<file path="src/logic/id_pkg.sv">
package id_pkg;

    localparam int xlen       = 32;
    localparam int reg_addr_w = 5;
    localparam int alu_op_w   = 12;

    // major opcode inst[31:26]
    localparam logic [5:0] op6_grp0      = 6'h00;
    localparam logic [5:0] op6_lu12i     = 6'h05;
    localparam logic [5:0] op6_pcaddu12i = 6'h07;
    localparam logic [5:0] op6_mem       = 6'h0a;
    localparam logic [5:0] op6_jirl      = 6'h13;
    localparam logic [5:0] op6_b         = 6'h14;
    localparam logic [5:0] op6_bl        = 6'h15;
    localparam logic [5:0] op6_beq       = 6'h16;
    localparam logic [5:0] op6_bne       = 6'h17;
    localparam logic [5:0] op6_blt       = 6'h18;
    localparam logic [5:0] op6_bge       = 6'h19;
    localparam logic [5:0] op6_bltu      = 6'h1a;
    localparam logic [5:0] op6_bgeu      = 6'h1b;

    // inst[25:22], group 0
    localparam logic [3:0] op4_3r    = 4'h0;
    localparam logic [3:0] op4_shi   = 4'h1;
    localparam logic [3:0] op4_slti  = 4'h8;
    localparam logic [3:0] op4_sltui = 4'h9;
    localparam logic [3:0] op4_addi  = 4'ha;
    localparam logic [3:0] op4_andi  = 4'hd;
    localparam logic [3:0] op4_ori   = 4'he;
    localparam logic [3:0] op4_xori  = 4'hf;
    // inst[25:22], load/store group
    localparam logic [3:0] op4_ld_b  = 4'h0;
    localparam logic [3:0] op4_ld_h  = 4'h1;
    localparam logic [3:0] op4_ld_w  = 4'h2;
    localparam logic [3:0] op4_st_b  = 4'h4;
    localparam logic [3:0] op4_st_h  = 4'h5;
    localparam logic [3:0] op4_st_w  = 4'h6;
    localparam logic [3:0] op4_ld_bu = 4'h8;
    localparam logic [3:0] op4_ld_hu = 4'h9;

    localparam logic [1:0] op2_3r  = 2'h1; // inst[21:20]
    localparam logic [1:0] op2_shi = 2'h0;

    // inst[19:15]
    localparam logic [4:0] op5_add  = 5'h00;
    localparam logic [4:0] op5_sub  = 5'h02;
    localparam logic [4:0] op5_slt  = 5'h04;
    localparam logic [4:0] op5_sltu = 5'h05;
    localparam logic [4:0] op5_nor  = 5'h08;
    localparam logic [4:0] op5_and  = 5'h09;
    localparam logic [4:0] op5_or   = 5'h0a;
    localparam logic [4:0] op5_xor  = 5'h0b;
    localparam logic [4:0] op5_sll  = 5'h0e;
    localparam logic [4:0] op5_srl  = 5'h0f;
    localparam logic [4:0] op5_sra  = 5'h10;
    localparam logic [4:0] op5_slli = 5'h01;
    localparam logic [4:0] op5_srli = 5'h09;
    localparam logic [4:0] op5_srai = 5'h11;

    // one-hot, msb to lsb: lui sra srl sll xor or nor and sltu slt sub add
    typedef logic [alu_op_w-1:0] alu_op_t;

    typedef struct packed {
        logic [xlen-1:0] inst;
        logic [xlen-1:0] pc;
    } fetch_bus_t;

    typedef struct packed {
        logic                  we;
        logic [reg_addr_w-1:0] waddr;
        logic [xlen-1:0]       wdata;
        logic                  pending; // value not produced yet
    } fwd_t;

    typedef struct packed {
        logic            taken;
        logic [xlen-1:0] target;
        logic            stall;
    } br_t;

    typedef struct packed {
        logic beq, bne, blt, bge, bltu, bgeu;
        logic jirl, b, bl;
    } br_kind_t;

    typedef struct packed {
        alu_op_t               alu_op;
        logic                  src1_is_pc;
        logic                  src2_is_imm;
        logic [xlen-1:0]       imm;
        logic                  need_r1;
        logic                  need_r2;
        logic                  src_reg_is_rd; // second read through rd
        logic                  rf_we;
        logic [reg_addr_w-1:0] dest;
        logic                  mem_we;
        logic                  res_from_mem;
        logic                  mem_b, mem_h, mem_w;
        logic                  mem_unsigned;
        br_kind_t              br;
        logic [xlen-1:0]       br_offs;
    } decode_t;

    typedef struct packed {
        alu_op_t               alu_op;
        logic [xlen-1:0]       alu_src1;
        logic [xlen-1:0]       alu_src2;
        logic                  res_from_mem;
        logic                  mem_we;
        logic                  rf_we;
        logic [reg_addr_w-1:0] rf_waddr;
        logic [xlen-1:0]       rkd_value; // store data
        logic [xlen-1:0]       pc;
        logic                  mem_b, mem_h, mem_w;
        logic                  mem_unsigned;
    } ex_bus_t;

endpackage

</file>
<file path="src/logic/regfile.sv">
`timescale 1ns/100ps

module regfile (
    input  logic                            clk,
    input  logic [id_pkg::reg_addr_w-1:0]   raddr1,
    input  logic [id_pkg::reg_addr_w-1:0]   raddr2,
    output logic [id_pkg::xlen-1:0]         rdata1,
    output logic [id_pkg::xlen-1:0]         rdata2,
    input  id_pkg::fwd_t                    wr
);
    logic [id_pkg::xlen-1:0] rf [0:31];

    always_ff @(posedge clk) begin
        if (wr.we && wr.waddr != '0) begin // r0 stays unwritten
            rf[wr.waddr] <= wr.wdata;
        end
    end

    assign rdata1 = (raddr1 == '0) ? '0 : rf[raddr1];
    assign rdata2 = (raddr2 == '0) ? '0 : rf[raddr2];

endmodule

</file>
<file path="src/logic/id_latch.sv">
`timescale 1ns/100ps

module id_latch (
    input  logic               clk,
    input  logic               resetn,
    input  logic               if_to_id_valid,
    input  id_pkg::fetch_bus_t if_to_id_bus,
    input  logic               ex_allowin,
    input  logic               ready_go,
    input  logic               br_taken,
    output logic               id_allowin,
    output logic               id_valid,
    output id_pkg::fetch_bus_t id_inst_pc
);
    // a taken branch also frees the slot, which drops the wrong-path fetch
    assign id_allowin = !id_valid || (ready_go && ex_allowin) || br_taken;

    always_ff @(posedge clk) begin
        if (!resetn) begin
            id_valid <= 1'b0;
        end else if (br_taken) begin
            id_valid <= 1'b0;
        end else if (id_allowin) begin
            id_valid <= if_to_id_valid;
        end
    end

    always_ff @(posedge clk) begin
        if (if_to_id_valid && id_allowin) begin // load on transfer only
            id_inst_pc <= if_to_id_bus;
        end
    end

endmodule

</file>
<file path="src/logic/inst_decoder.sv">
`timescale 1ns/100ps

module inst_decoder (
    input  id_pkg::fetch_bus_t inst_pc,
    output id_pkg::decode_t    dec
);
    logic [31:0] inst;
    logic [ 5:0] op_31_26;
    logic [ 3:0] op_25_22;
    logic [ 1:0] op_21_20;
    logic [ 4:0] op_19_15;
    logic [11:0] i12;
    logic [19:0] i20;
    logic [15:0] i16;
    logic [25:0] i26;
    logic        grp0, is_3r, is_shi, is_mem;
    logic        inst_add, inst_sub, inst_slt, inst_sltu;
    logic        inst_nor, inst_and, inst_or, inst_xor;
    logic        inst_sll, inst_srl, inst_sra;
    logic        inst_slli, inst_srli, inst_srai;
    logic        inst_addi, inst_slti, inst_sltui;
    logic        inst_andi, inst_ori, inst_xori;
    logic        inst_lu12i, inst_pcadd;
    logic        inst_ld_b, inst_ld_h, inst_ld_w, inst_ld_bu, inst_ld_hu;
    logic        inst_st_b, inst_st_h, inst_st_w;
    logic        is_load, is_store, is_cbr, alu_3r, known;
    logic        need_ui5, need_si12, need_si20, src2_is_4;
    id_pkg::br_kind_t br;

    assign inst     = inst_pc.inst;
    assign op_31_26 = inst[31:26];
    assign op_25_22 = inst[25:22];
    assign op_21_20 = inst[21:20];
    assign op_19_15 = inst[19:15];
    assign i12      = inst[21:10];
    assign i20      = inst[24:5];
    assign i16      = inst[25:10];
    assign i26      = {inst[9:0], inst[25:10]};

    assign grp0   = op_31_26 == id_pkg::op6_grp0;
    assign is_3r  = grp0 && op_25_22 == id_pkg::op4_3r && op_21_20 == id_pkg::op2_3r;
    assign is_shi = grp0 && op_25_22 == id_pkg::op4_shi && op_21_20 == id_pkg::op2_shi;
    assign is_mem = op_31_26 == id_pkg::op6_mem;

    assign inst_add  = is_3r && op_19_15 == id_pkg::op5_add;
    assign inst_sub  = is_3r && op_19_15 == id_pkg::op5_sub;
    assign inst_slt  = is_3r && op_19_15 == id_pkg::op5_slt;
    assign inst_sltu = is_3r && op_19_15 == id_pkg::op5_sltu;
    assign inst_nor  = is_3r && op_19_15 == id_pkg::op5_nor;
    assign inst_and  = is_3r && op_19_15 == id_pkg::op5_and;
    assign inst_or   = is_3r && op_19_15 == id_pkg::op5_or;
    assign inst_xor  = is_3r && op_19_15 == id_pkg::op5_xor;
    assign inst_sll  = is_3r && op_19_15 == id_pkg::op5_sll;
    assign inst_srl  = is_3r && op_19_15 == id_pkg::op5_srl;
    assign inst_sra  = is_3r && op_19_15 == id_pkg::op5_sra;
    assign inst_slli = is_shi && op_19_15 == id_pkg::op5_slli;
    assign inst_srli = is_shi && op_19_15 == id_pkg::op5_srli;
    assign inst_srai = is_shi && op_19_15 == id_pkg::op5_srai;

    assign inst_addi  = grp0 && op_25_22 == id_pkg::op4_addi;
    assign inst_slti  = grp0 && op_25_22 == id_pkg::op4_slti;
    assign inst_sltui = grp0 && op_25_22 == id_pkg::op4_sltui;
    assign inst_andi  = grp0 && op_25_22 == id_pkg::op4_andi;
    assign inst_ori   = grp0 && op_25_22 == id_pkg::op4_ori;
    assign inst_xori  = grp0 && op_25_22 == id_pkg::op4_xori;
    assign inst_lu12i = op_31_26 == id_pkg::op6_lu12i && !inst[25];
    assign inst_pcadd = op_31_26 == id_pkg::op6_pcaddu12i && !inst[25];

    assign inst_ld_b  = is_mem && op_25_22 == id_pkg::op4_ld_b;
    assign inst_ld_h  = is_mem && op_25_22 == id_pkg::op4_ld_h;
    assign inst_ld_w  = is_mem && op_25_22 == id_pkg::op4_ld_w;
    assign inst_ld_bu = is_mem && op_25_22 == id_pkg::op4_ld_bu;
    assign inst_ld_hu = is_mem && op_25_22 == id_pkg::op4_ld_hu;
    assign inst_st_b  = is_mem && op_25_22 == id_pkg::op4_st_b;
    assign inst_st_h  = is_mem && op_25_22 == id_pkg::op4_st_h;
    assign inst_st_w  = is_mem && op_25_22 == id_pkg::op4_st_w;

    assign br = '{beq:  op_31_26 == id_pkg::op6_beq,
                  bne:  op_31_26 == id_pkg::op6_bne,
                  blt:  op_31_26 == id_pkg::op6_blt,
                  bge:  op_31_26 == id_pkg::op6_bge,
                  bltu: op_31_26 == id_pkg::op6_bltu,
                  bgeu: op_31_26 == id_pkg::op6_bgeu,
                  jirl: op_31_26 == id_pkg::op6_jirl,
                  b:    op_31_26 == id_pkg::op6_b,
                  bl:   op_31_26 == id_pkg::op6_bl};

    assign is_load  = inst_ld_b | inst_ld_h | inst_ld_w | inst_ld_bu | inst_ld_hu;
    assign is_store = inst_st_b | inst_st_h | inst_st_w;
    assign is_cbr   = br.beq | br.bne | br.blt | br.bge | br.bltu | br.bgeu;
    assign alu_3r   = inst_add | inst_sub | inst_slt | inst_sltu | inst_nor | inst_and
                    | inst_or | inst_xor | inst_sll | inst_srl | inst_sra;
    assign need_ui5  = inst_slli | inst_srli | inst_srai;
    assign need_si12 = inst_addi | inst_slti | inst_sltui | is_load | is_store;
    assign need_si20 = inst_lu12i | inst_pcadd;
    assign src2_is_4 = br.jirl | br.bl; // link value pc+4
    // anything else decodes as a no-op
    assign known = alu_3r | need_ui5 | need_si12 | need_si20 | inst_andi | inst_ori
                 | inst_xori | is_cbr | br.jirl | br.b | br.bl;

    always_comb begin
        dec.alu_op = {inst_lu12i,
                      inst_sra | inst_srai,
                      inst_srl | inst_srli,
                      inst_sll | inst_slli,
                      inst_xor | inst_xori,
                      inst_or | inst_ori,
                      inst_nor,
                      inst_and | inst_andi,
                      inst_sltu | inst_sltui,
                      inst_slt | inst_slti,
                      inst_sub,
                      inst_add | inst_addi | is_load | is_store | src2_is_4 | inst_pcadd};
        dec.src1_is_pc  = src2_is_4 | inst_pcadd;
        dec.src2_is_imm = need_ui5 | need_si12 | need_si20 | src2_is_4
                        | inst_andi | inst_ori | inst_xori;
        dec.imm = src2_is_4              ? 32'd4 :
                  need_si20              ? {i20, 12'b0} :
                  (need_ui5 | need_si12) ? {{20{i12[11]}}, i12} :
                                           {20'b0, i12};
        dec.need_r1       = known & ~(br.b | br.bl | need_si20);
        dec.need_r2       = alu_3r | is_cbr | is_store;
        dec.src_reg_is_rd = is_cbr | is_store;
        dec.rf_we         = known & ~is_store & ~is_cbr & ~br.b;
        dec.dest          = br.bl ? 5'd1 : inst[4:0];
        dec.mem_we        = is_store;
        dec.res_from_mem  = is_load;
        dec.mem_b         = inst_ld_b | inst_ld_bu | inst_st_b;
        dec.mem_h         = inst_ld_h | inst_ld_hu | inst_st_h;
        dec.mem_w         = inst_ld_w | inst_st_w;
        dec.mem_unsigned  = inst_ld_bu | inst_ld_hu;
        dec.br            = br;
        dec.br_offs = (br.b | br.bl) ? {{4{i26[25]}}, i26, 2'b0}
                                     : {{14{i16[15]}}, i16, 2'b0};
    end

endmodule

</file>
<file path="src/logic/operand_forward.sv">
`timescale 1ns/100ps

module operand_forward (
    input  id_pkg::decode_t               dec,
    input  logic [id_pkg::reg_addr_w-1:0] rj,
    input  logic [id_pkg::reg_addr_w-1:0] rkd,
    input  logic [id_pkg::xlen-1:0]       rdata1,
    input  logic [id_pkg::xlen-1:0]       rdata2,
    input  id_pkg::fwd_t                  ex_fwd,
    input  id_pkg::fwd_t                  mem_fwd,
    input  id_pkg::fwd_t                  wb_fwd,
    output logic [id_pkg::xlen-1:0]       rj_value,
    output logic [id_pkg::xlen-1:0]       rkd_value,
    output logic                          stall
);
    typedef struct packed {
        logic                    pending;
        logic [id_pkg::xlen-1:0] value;
    } pick_t;

    pick_t op1, op2;

    // first match wins, ex before mem before wb
    function automatic pick_t pick(input logic [id_pkg::reg_addr_w-1:0] addr,
                                   input logic need,
                                   input logic [id_pkg::xlen-1:0] rf_value,
                                   input id_pkg::fwd_t ex_f,
                                   input id_pkg::fwd_t mem_f,
                                   input id_pkg::fwd_t wb_f);
        logic  live;
        pick_t p;
        live = need && addr != '0; // r0 never forwarded
        if (live && ex_f.we && ex_f.waddr == addr) begin
            p = '{ex_f.pending, ex_f.wdata};
        end else if (live && mem_f.we && mem_f.waddr == addr) begin
            p = '{mem_f.pending, mem_f.wdata};
        end else if (live && wb_f.we && wb_f.waddr == addr) begin
            p = '{wb_f.pending, wb_f.wdata};
        end else begin
            p = '{1'b0, rf_value};
        end
        return p;
    endfunction

    assign op1 = pick(rj, dec.need_r1, rdata1, ex_fwd, mem_fwd, wb_fwd);
    assign op2 = pick(rkd, dec.need_r2, rdata2, ex_fwd, mem_fwd, wb_fwd);

    assign rj_value  = op1.value;
    assign rkd_value = op2.value;
    assign stall     = op1.pending | op2.pending;

endmodule

</file>
<file path="src/logic/branch_unit.sv">
`timescale 1ns/100ps

module branch_unit (
    input  id_pkg::decode_t         dec,
    input  logic [id_pkg::xlen-1:0] pc,
    input  logic [id_pkg::xlen-1:0] rj_value,
    input  logic [id_pkg::xlen-1:0] rkd_value,
    input  logic                    id_valid,
    input  logic                    stall,
    output id_pkg::br_t             br
);
    logic eq, lt, ltu, cond;

    assign eq  = rj_value == rkd_value;
    assign lt  = $signed(rj_value) < $signed(rkd_value);
    assign ltu = rj_value < rkd_value;

    assign cond = (dec.br.beq  &&  eq)
               || (dec.br.bne  && !eq)
               || (dec.br.blt  &&  lt)
               || (dec.br.bge  && !lt)
               || (dec.br.bltu &&  ltu)
               || (dec.br.bgeu && !ltu)
               || dec.br.jirl || dec.br.b || dec.br.bl; // unconditional

    always_comb begin
        br.taken  = cond && id_valid && !stall;
        br.target = dec.br.jirl ? rj_value + dec.br_offs : pc + dec.br_offs;
        br.stall  = (|dec.br) && stall && id_valid; // target not known yet
    end

endmodule

</file>
<file path="src/logic/id_stage.sv">
`timescale 1ns/100ps

module id_stage (
    input  logic               clk,
    input  logic               resetn,
    input  logic               if_to_id_valid,
    input  id_pkg::fetch_bus_t if_to_id_bus,
    output logic               id_allowin,
    output id_pkg::br_t        id_to_if_bus,
    input  logic               ex_allowin,
    output logic               id_to_ex_valid,
    output id_pkg::ex_bus_t    id_to_ex_bus,
    input  id_pkg::fwd_t       ex_fwd,
    input  id_pkg::fwd_t       mem_fwd,
    input  id_pkg::fwd_t       wb_fwd
);
    logic                          id_valid;
    logic                          ready_go;
    logic                          stall;
    id_pkg::fetch_bus_t            id_inst_pc;
    id_pkg::decode_t               dec;
    logic [id_pkg::reg_addr_w-1:0] rj, raddr2;
    logic [id_pkg::xlen-1:0]       rdata1, rdata2;
    logic [id_pkg::xlen-1:0]       rj_value, rkd_value;

    assign ready_go       = !stall;
    assign id_to_ex_valid = id_valid && ready_go;

    id_latch i_latch (
        .clk            (clk),
        .resetn         (resetn),
        .if_to_id_valid (if_to_id_valid),
        .if_to_id_bus   (if_to_id_bus),
        .ex_allowin     (ex_allowin),
        .ready_go       (ready_go),
        .br_taken       (id_to_if_bus.taken),
        .id_allowin     (id_allowin),
        .id_valid       (id_valid),
        .id_inst_pc     (id_inst_pc)
    );

    inst_decoder i_decoder (
        .inst_pc (id_inst_pc),
        .dec     (dec)
    );

    assign rj     = id_inst_pc.inst[9:5];
    // branches and stores compare or store rd
    assign raddr2 = dec.src_reg_is_rd ? id_inst_pc.inst[4:0] : id_inst_pc.inst[14:10];

    regfile i_regfile (
        .clk    (clk),
        .raddr1 (rj),
        .raddr2 (raddr2),
        .rdata1 (rdata1),
        .rdata2 (rdata2),
        .wr     (wb_fwd)
    );

    operand_forward i_forward (
        .dec       (dec),
        .rj        (rj),
        .rkd       (raddr2),
        .rdata1    (rdata1),
        .rdata2    (rdata2),
        .ex_fwd    (ex_fwd),
        .mem_fwd   (mem_fwd),
        .wb_fwd    (wb_fwd),
        .rj_value  (rj_value),
        .rkd_value (rkd_value),
        .stall     (stall)
    );

    branch_unit i_branch (
        .dec       (dec),
        .pc        (id_inst_pc.pc),
        .rj_value  (rj_value),
        .rkd_value (rkd_value),
        .id_valid  (id_valid),
        .stall     (stall),
        .br        (id_to_if_bus)
    );

    always_comb begin
        id_to_ex_bus.alu_op       = dec.alu_op;
        id_to_ex_bus.alu_src1     = dec.src1_is_pc ? id_inst_pc.pc : rj_value;
        id_to_ex_bus.alu_src2     = dec.src2_is_imm ? dec.imm : rkd_value;
        id_to_ex_bus.res_from_mem = dec.res_from_mem && id_valid; // side effects need valid
        id_to_ex_bus.mem_we       = dec.mem_we && id_valid;
        id_to_ex_bus.rf_we        = dec.rf_we && id_valid;
        id_to_ex_bus.rf_waddr     = dec.dest;
        id_to_ex_bus.rkd_value    = rkd_value;
        id_to_ex_bus.pc           = id_inst_pc.pc;
        id_to_ex_bus.mem_b        = dec.mem_b;
        id_to_ex_bus.mem_h        = dec.mem_h;
        id_to_ex_bus.mem_w        = dec.mem_w;
        id_to_ex_bus.mem_unsigned = dec.mem_unsigned;
    end

endmodule

</file>
<file path="config.mk">
export PLATFORM = sky130hd
export DESIGN_NAME = id_stage
export DESIGN_NICKNAME = d
export VERILOG_FILES = /design/src/logic/id_pkg.sv /design/src/logic/regfile.sv /design/src/logic/id_latch.sv /design/src/logic/inst_decoder.sv /design/src/logic/operand_forward.sv /design/src/logic/branch_unit.sv /design/src/logic/id_stage.sv
export SDC_FILE = /design/constraint.sdc
export NUM_CORES = 2
export LEC_CHECK = 0
export ABC_AREA = 1
export BUFFER_PORTS_ARGS = -buffer_cell sky130_fd_sc_hd__buf_2
export CAP_MARGIN = 20
export CORE_MARGIN = 3
export CORE_UTILIZATION = 35
export DETAILED_ROUTE_END_ITERATION = 6
export PLACE_DENSITY = 0.5
export SLEW_MARGIN = 25
export SYNTH_ARGS = -nofsm -noshare
export SYNTH_HDL_FRONTEND = slang
export SYNTH_SLANG_ARGS = --single-unit
</file>
<file path="constraint.sdc">
create_clock -name clk -period 7.2 [get_ports clk]
set_clock_uncertainty 0.2 [all_clocks]
set_input_delay 1.08 -clock clk [delete_from_list [all_inputs] [get_ports clk]]
set_output_delay 1.08 -clock clk [all_outputs]
set_load 0.03 [all_outputs]
</file>
==> results.txt <==
- The final layout contains routed wiring with a total length of between 300 and 400 mm.
* Timing-limited maximum frequency: about 140 MHz
- The detailed router placed around 59,000 vias in this run.
- Number of clock sinks: 1,094
- All-Layer GR Usage: about a third
- After routing, the total negative slack on setup checks comes to 0 ns.
- Worst-case headroom to the max-slew limit: 23.55%
* Post-layout net count: 7,628
* Critical Path Start: i_latch.id_inst_pc[61]
- After layout, the worst setup slack is ~0.020 ns.
- Number of synthesized flops with an enable pin: 1,088
- The cell area that synthesis handed to floorplanning was ~59,000 sq um.
- Int Pwr: between 10 and 15 mW
* Fraction of the cycle the final worst path needs: 99.73%
- Worst endpoint required time: around 6 ns
- Result of the run: complete, but fails checks
- Dividing the detail-routed wire length by the instance count gives approximately 32 microns.
- Leading post-synthesis cells by cell area: sky130_fd_sc_hd__edfxtp_1 55%, sky130_fd_sc_hd__nand2_1 10%, sky130_fd_sc_hd__nand3_1 8.4%
- Highest net fanout along the worst path: 20
- Half-perimeter wire length of the detailed placement result: 188.9 mm
- In this run the power density over the cells is ~250 nW/um^2.
- R2R Path Start: i_latch.id_inst_pc[61]
* Global-route congestion overflow total: 0
- The die covers between 150,000 and 200,000 sq um.
- In this run the cell area measured after placement is between 60,000 and 70,000 sq um.
- The design draws 18.80 mW.
- The worst setup path is launched from a flop.
* Largest stage delay on the critical path: approximately 0.44 ns
* Slowest-stage cell, CP: sky130_fd_sc_hd__edfxtp_1
- CTS built an H-tree with a depth of 3.
- In the routed design, unresolved DRC markers number 1.
* Total count of max-transition violations in the final report: 0
- Number of buffers inserted during clock tree synthesis: around 120
- Port Buffer Count: roughly 370
* Clock tree buffer depth: 3
- Mapped Cells: 6,850
- Relative contribution of combinational cells to total power: between 20% and 30%
* Number of synthesized register bits: 1,094
* Fraction of registers with async set or reset after synthesis: 0%
- Among all cell types in the netlist, the one instantiated most often is sky130_fd_sc_hd__nand2_1.
- Setup-failing EPs final: 0
- The post-route netlist has about a fifth of its cells at a drive strength greater than 1.
- Pre-CTS WS: approximately 0.14 ns
* Net Switching: roughly 6.4 mW
- Leakage: ~29 nW
- For the finished layout, the period the worst path requires is about 7.2 ns.
- Number of stages on the worst hold path: 1
* Mean instance size in the synthesized netlist: 8.673 sq um
- Setup slack on the worst flop-to-flop path: roughly 1.1 ns
- Count of unique library cells instantiated by Yosys: between 50 and 60
* Core area: roughly 170,000 sq um
- Effective utilization at floorplan: between 30% and 40%
- Pin placement for this block handled ~370 I/O pins.
* Post-detailed-route via-to-cell ratio: roughly 6
- TritonCTS built the clock tree.
* Worst reg2reg path endpoint: i_latch.id_inst_pc[9]
- The die is 418.0 microns tall.
- The initial antenna violation count was between 40 and 50.
- Cell taking the most area after synthesis: sky130_fd_sc_hd__edfxtp_1
- The clock network accounts for around a third of the total power.
* Post-route cell area: between 70,000 and 80,000 sq um
- Width of the die: around 420 microns
- Synthesis-to-layout area growth: 25.00%
- At the end of routability-driven placement, the weighted congestion stood at approximately 1.0.
- STA classifies the critical path endpoint as an output pin.
- Most frequent cells after synthesis: 1,654 x sky130_fd_sc_hd__nand2_1, 1,088 x sky130_fd_sc_hd__edfxtp_1, 995 x sky130_fd_sc_hd__nand3_1
- Cell repeated most along the worst path: sky130_fd_sc_hd__nand2_2
- Clock latency on the worst-skew pair, taken at its later pin, is slightly above 0.8 ns.
* Proportion of power drawn by flip-flops and latches: a little under two fifths
* Length in cells of the worst reg-to-reg path: 36
- The worst-case IR drop observed on VDD is 0.0001982 V.
* Actual transition at the worst max-transition pin: 1.144 ns
- Data arrives at the worst endpoint at about 5.9 ns.
- Net switching is 34.04% of the power.
- Max-cap violations: 0
- After clock tree synthesis, the clock-pin slew on the worst setup and hold paths is 0.06 ns.
* Most used flip-flop cell after synthesis: sky130_fd_sc_hd__edfxtp_1
* Cell row count: 150
- Global-route wire length before repair: 412.6 mm
- The synthesized design devotes to its leading area cell type between 50% and 60% of total area.
* Final Non-Filler Cells: between 9,000 and 10,000
- Number of warnings reported in the yosys synthesis log: 0
- The final reports fail on design-rule violations.
- Worst min path class: input pin to flop
* Critical path start-end classification: flop to output pin
* Unrepaired setup endpoints after global routing: yes
* Sequential fraction of the synthesis area: 55.19%
- Starting DRT DRC Count: ~8,000
- Hold Fails Final Rpt: 0
- First-pass detailed-route iteration total: 7
* Pin count of the biggest net entering global routing: between 100 and 150
- Clock Tree Root: sky130_fd_sc_hd__clkbuf_16
* Placed cell count: 9,326
- Destination of the critical timing path: id_allowin
- Post-route ant nets: 0
- Vias in the first global route: between 50,000 and 60,000
==> final cells by class <==
cell class                      count  area (sq um)
Timing Repair Buffer              930          8469
Inverter                          241         974.7
Fill cell                       16090         93710
Multi-Input combinational cell   4994         25260
Clock buffer                      146          3164
Timing Repair inverter              1         8.758
Clock inverter                     76         762.0
Antenna cell                       25         62.56
Tap cell                         2204          2758
Sequential cell                  1094         32810
==> worst min-delay path by stage <==
stage | start | end | slack, ns
6_report | if_to_id_bus[1] | i_latch.id_inst_pc[1] | 0.27
5_1_grt | if_to_id_bus[16] | i_latch.id_inst_pc[16] | 0.25
4_1_cts | if_to_id_bus[2] | i_latch.id_inst_pc[2] | 0.23
3_5_place_dp | i_latch.id_valid | i_latch.id_valid | 0.52
3_3_place_gp | i_latch.id_valid | i_latch.id_valid | 0.49
2_1_floorplan | i_latch.id_inst_pc[39] | flop | 0.31
==> metrics by stage <==
stage | utilization (%) | hold WS, ns
2_1_floorplan | - | 0.3147
4_1_cts | 42.58 | 0.2290
5_1_grt | 44.19 | 0.2540
3_5_place_dp | 39.39 | 0.5165
3_3_place_gp | 39.29 | 0.4948
6_report | 44.21 | 0.2723
==> sequential cells by signal (all words and copies together), names as in the netlist, named ones only <==
signal              flops
i_latch.id_valid        1
i_regfile.rf         1024
i_latch.id_inst_pc     64
==> critical path: cells and delay by family, from the launching register on <==
family	cells	cell delay [ns]
fa+ha+maj	1	0.27
simple gates	23	2.96
buf+inv	8	1.22
compound gates	1	0.17
flops	1	0.44
==> repair_timing <==
item	4_1_cts	5_1_grt
cloned	18	32
buffers inserted	36	62
hold buffers	0	0
hold endpoints to repair	0	0
pin swaps	19	106
endpoints found under the setup margin	22	21
resized for setup	135	355
==> kinds of logic after synthesis <==
| kind of cell | Yosys count | share of synthesized area (%) |
|---|---|---|
| buffers and inverters | 799 | 5.650 |
| AND/OR/NAND/NOR | 3494 | 24.67 |
| adder cells (fa/ha/maj) | 62 | 1.318 |
| flip-flops | 1094 | 55.19 |
| other | 1 | 0.006312 |
| AO/OA/AOI/OAI | 1372 | 12.75 |
| XOR/XNOR | 28 | 0.4128 |
==> power by group through the flow <==
| stage | registers [mW] | clock network (mW) | logic [mW] |
|---|---|---|---|
| 3_5_place_dp | 7.35 | 0 | 4.51 |
| 2_1_floorplan | 7.31 | 0 | 2.43 |
| 4_1_cts | 7.21 | 6.37 | 4.72 |
| 5_1_grt | 7.22 | 6.60 | 5.50 |
| 3_3_place_gp | 7.35 | 0 | 4.51 |
| 6_report | 7.21 | 6.31 | 5.28 |
==> layout by cell type, fill, tap and decap left out, types with 40 or more instances in the layout <==
| master | instances |
|---|---|
| sky130_fd_sc_hd__clkbuf_16 | 154 |
| sky130_fd_sc_hd__edfxtp_1 | 1088 |
| sky130_fd_sc_hd__nand2_2 | 74 |
| sky130_fd_sc_hd__o22ai_1 | 290 |
| sky130_fd_sc_hd__buf_4 | 386 |
| sky130_fd_sc_hd__nor2_1 | 700 |
| sky130_fd_sc_hd__o211ai_1 | 40 |
| sky130_fd_sc_hd__buf_12 | 70 |
| sky130_fd_sc_hd__nand2_1 | 1562 |
| sky130_fd_sc_hd__nand3_1 | 964 |
| sky130_fd_sc_hd__a21oi_1 | 86 |
| sky130_fd_sc_hd__o21ai_0 | 734 |
| sky130_fd_sc_hd__inv_1 | 221 |
| sky130_fd_sc_hd__o21ai_1 | 53 |
| sky130_fd_sc_hd__ha_1 | 41 |
| sky130_fd_sc_hd__buf_2 | 363 |
==> routing by layer <==
layer | global-route usage [%] | wire length [microns] | vias up
met1 | 43.38 | 117500 | 29040
met3 | 7.773 | 34980 | 904
li1 | - | - | 25130
met5 | 0 | 122 | -
met2 | 49.15 | 133200 | 3956
met4 | 20.65 | 21370 | 18
No activity file was read; power rests on OpenSTA's default activity.
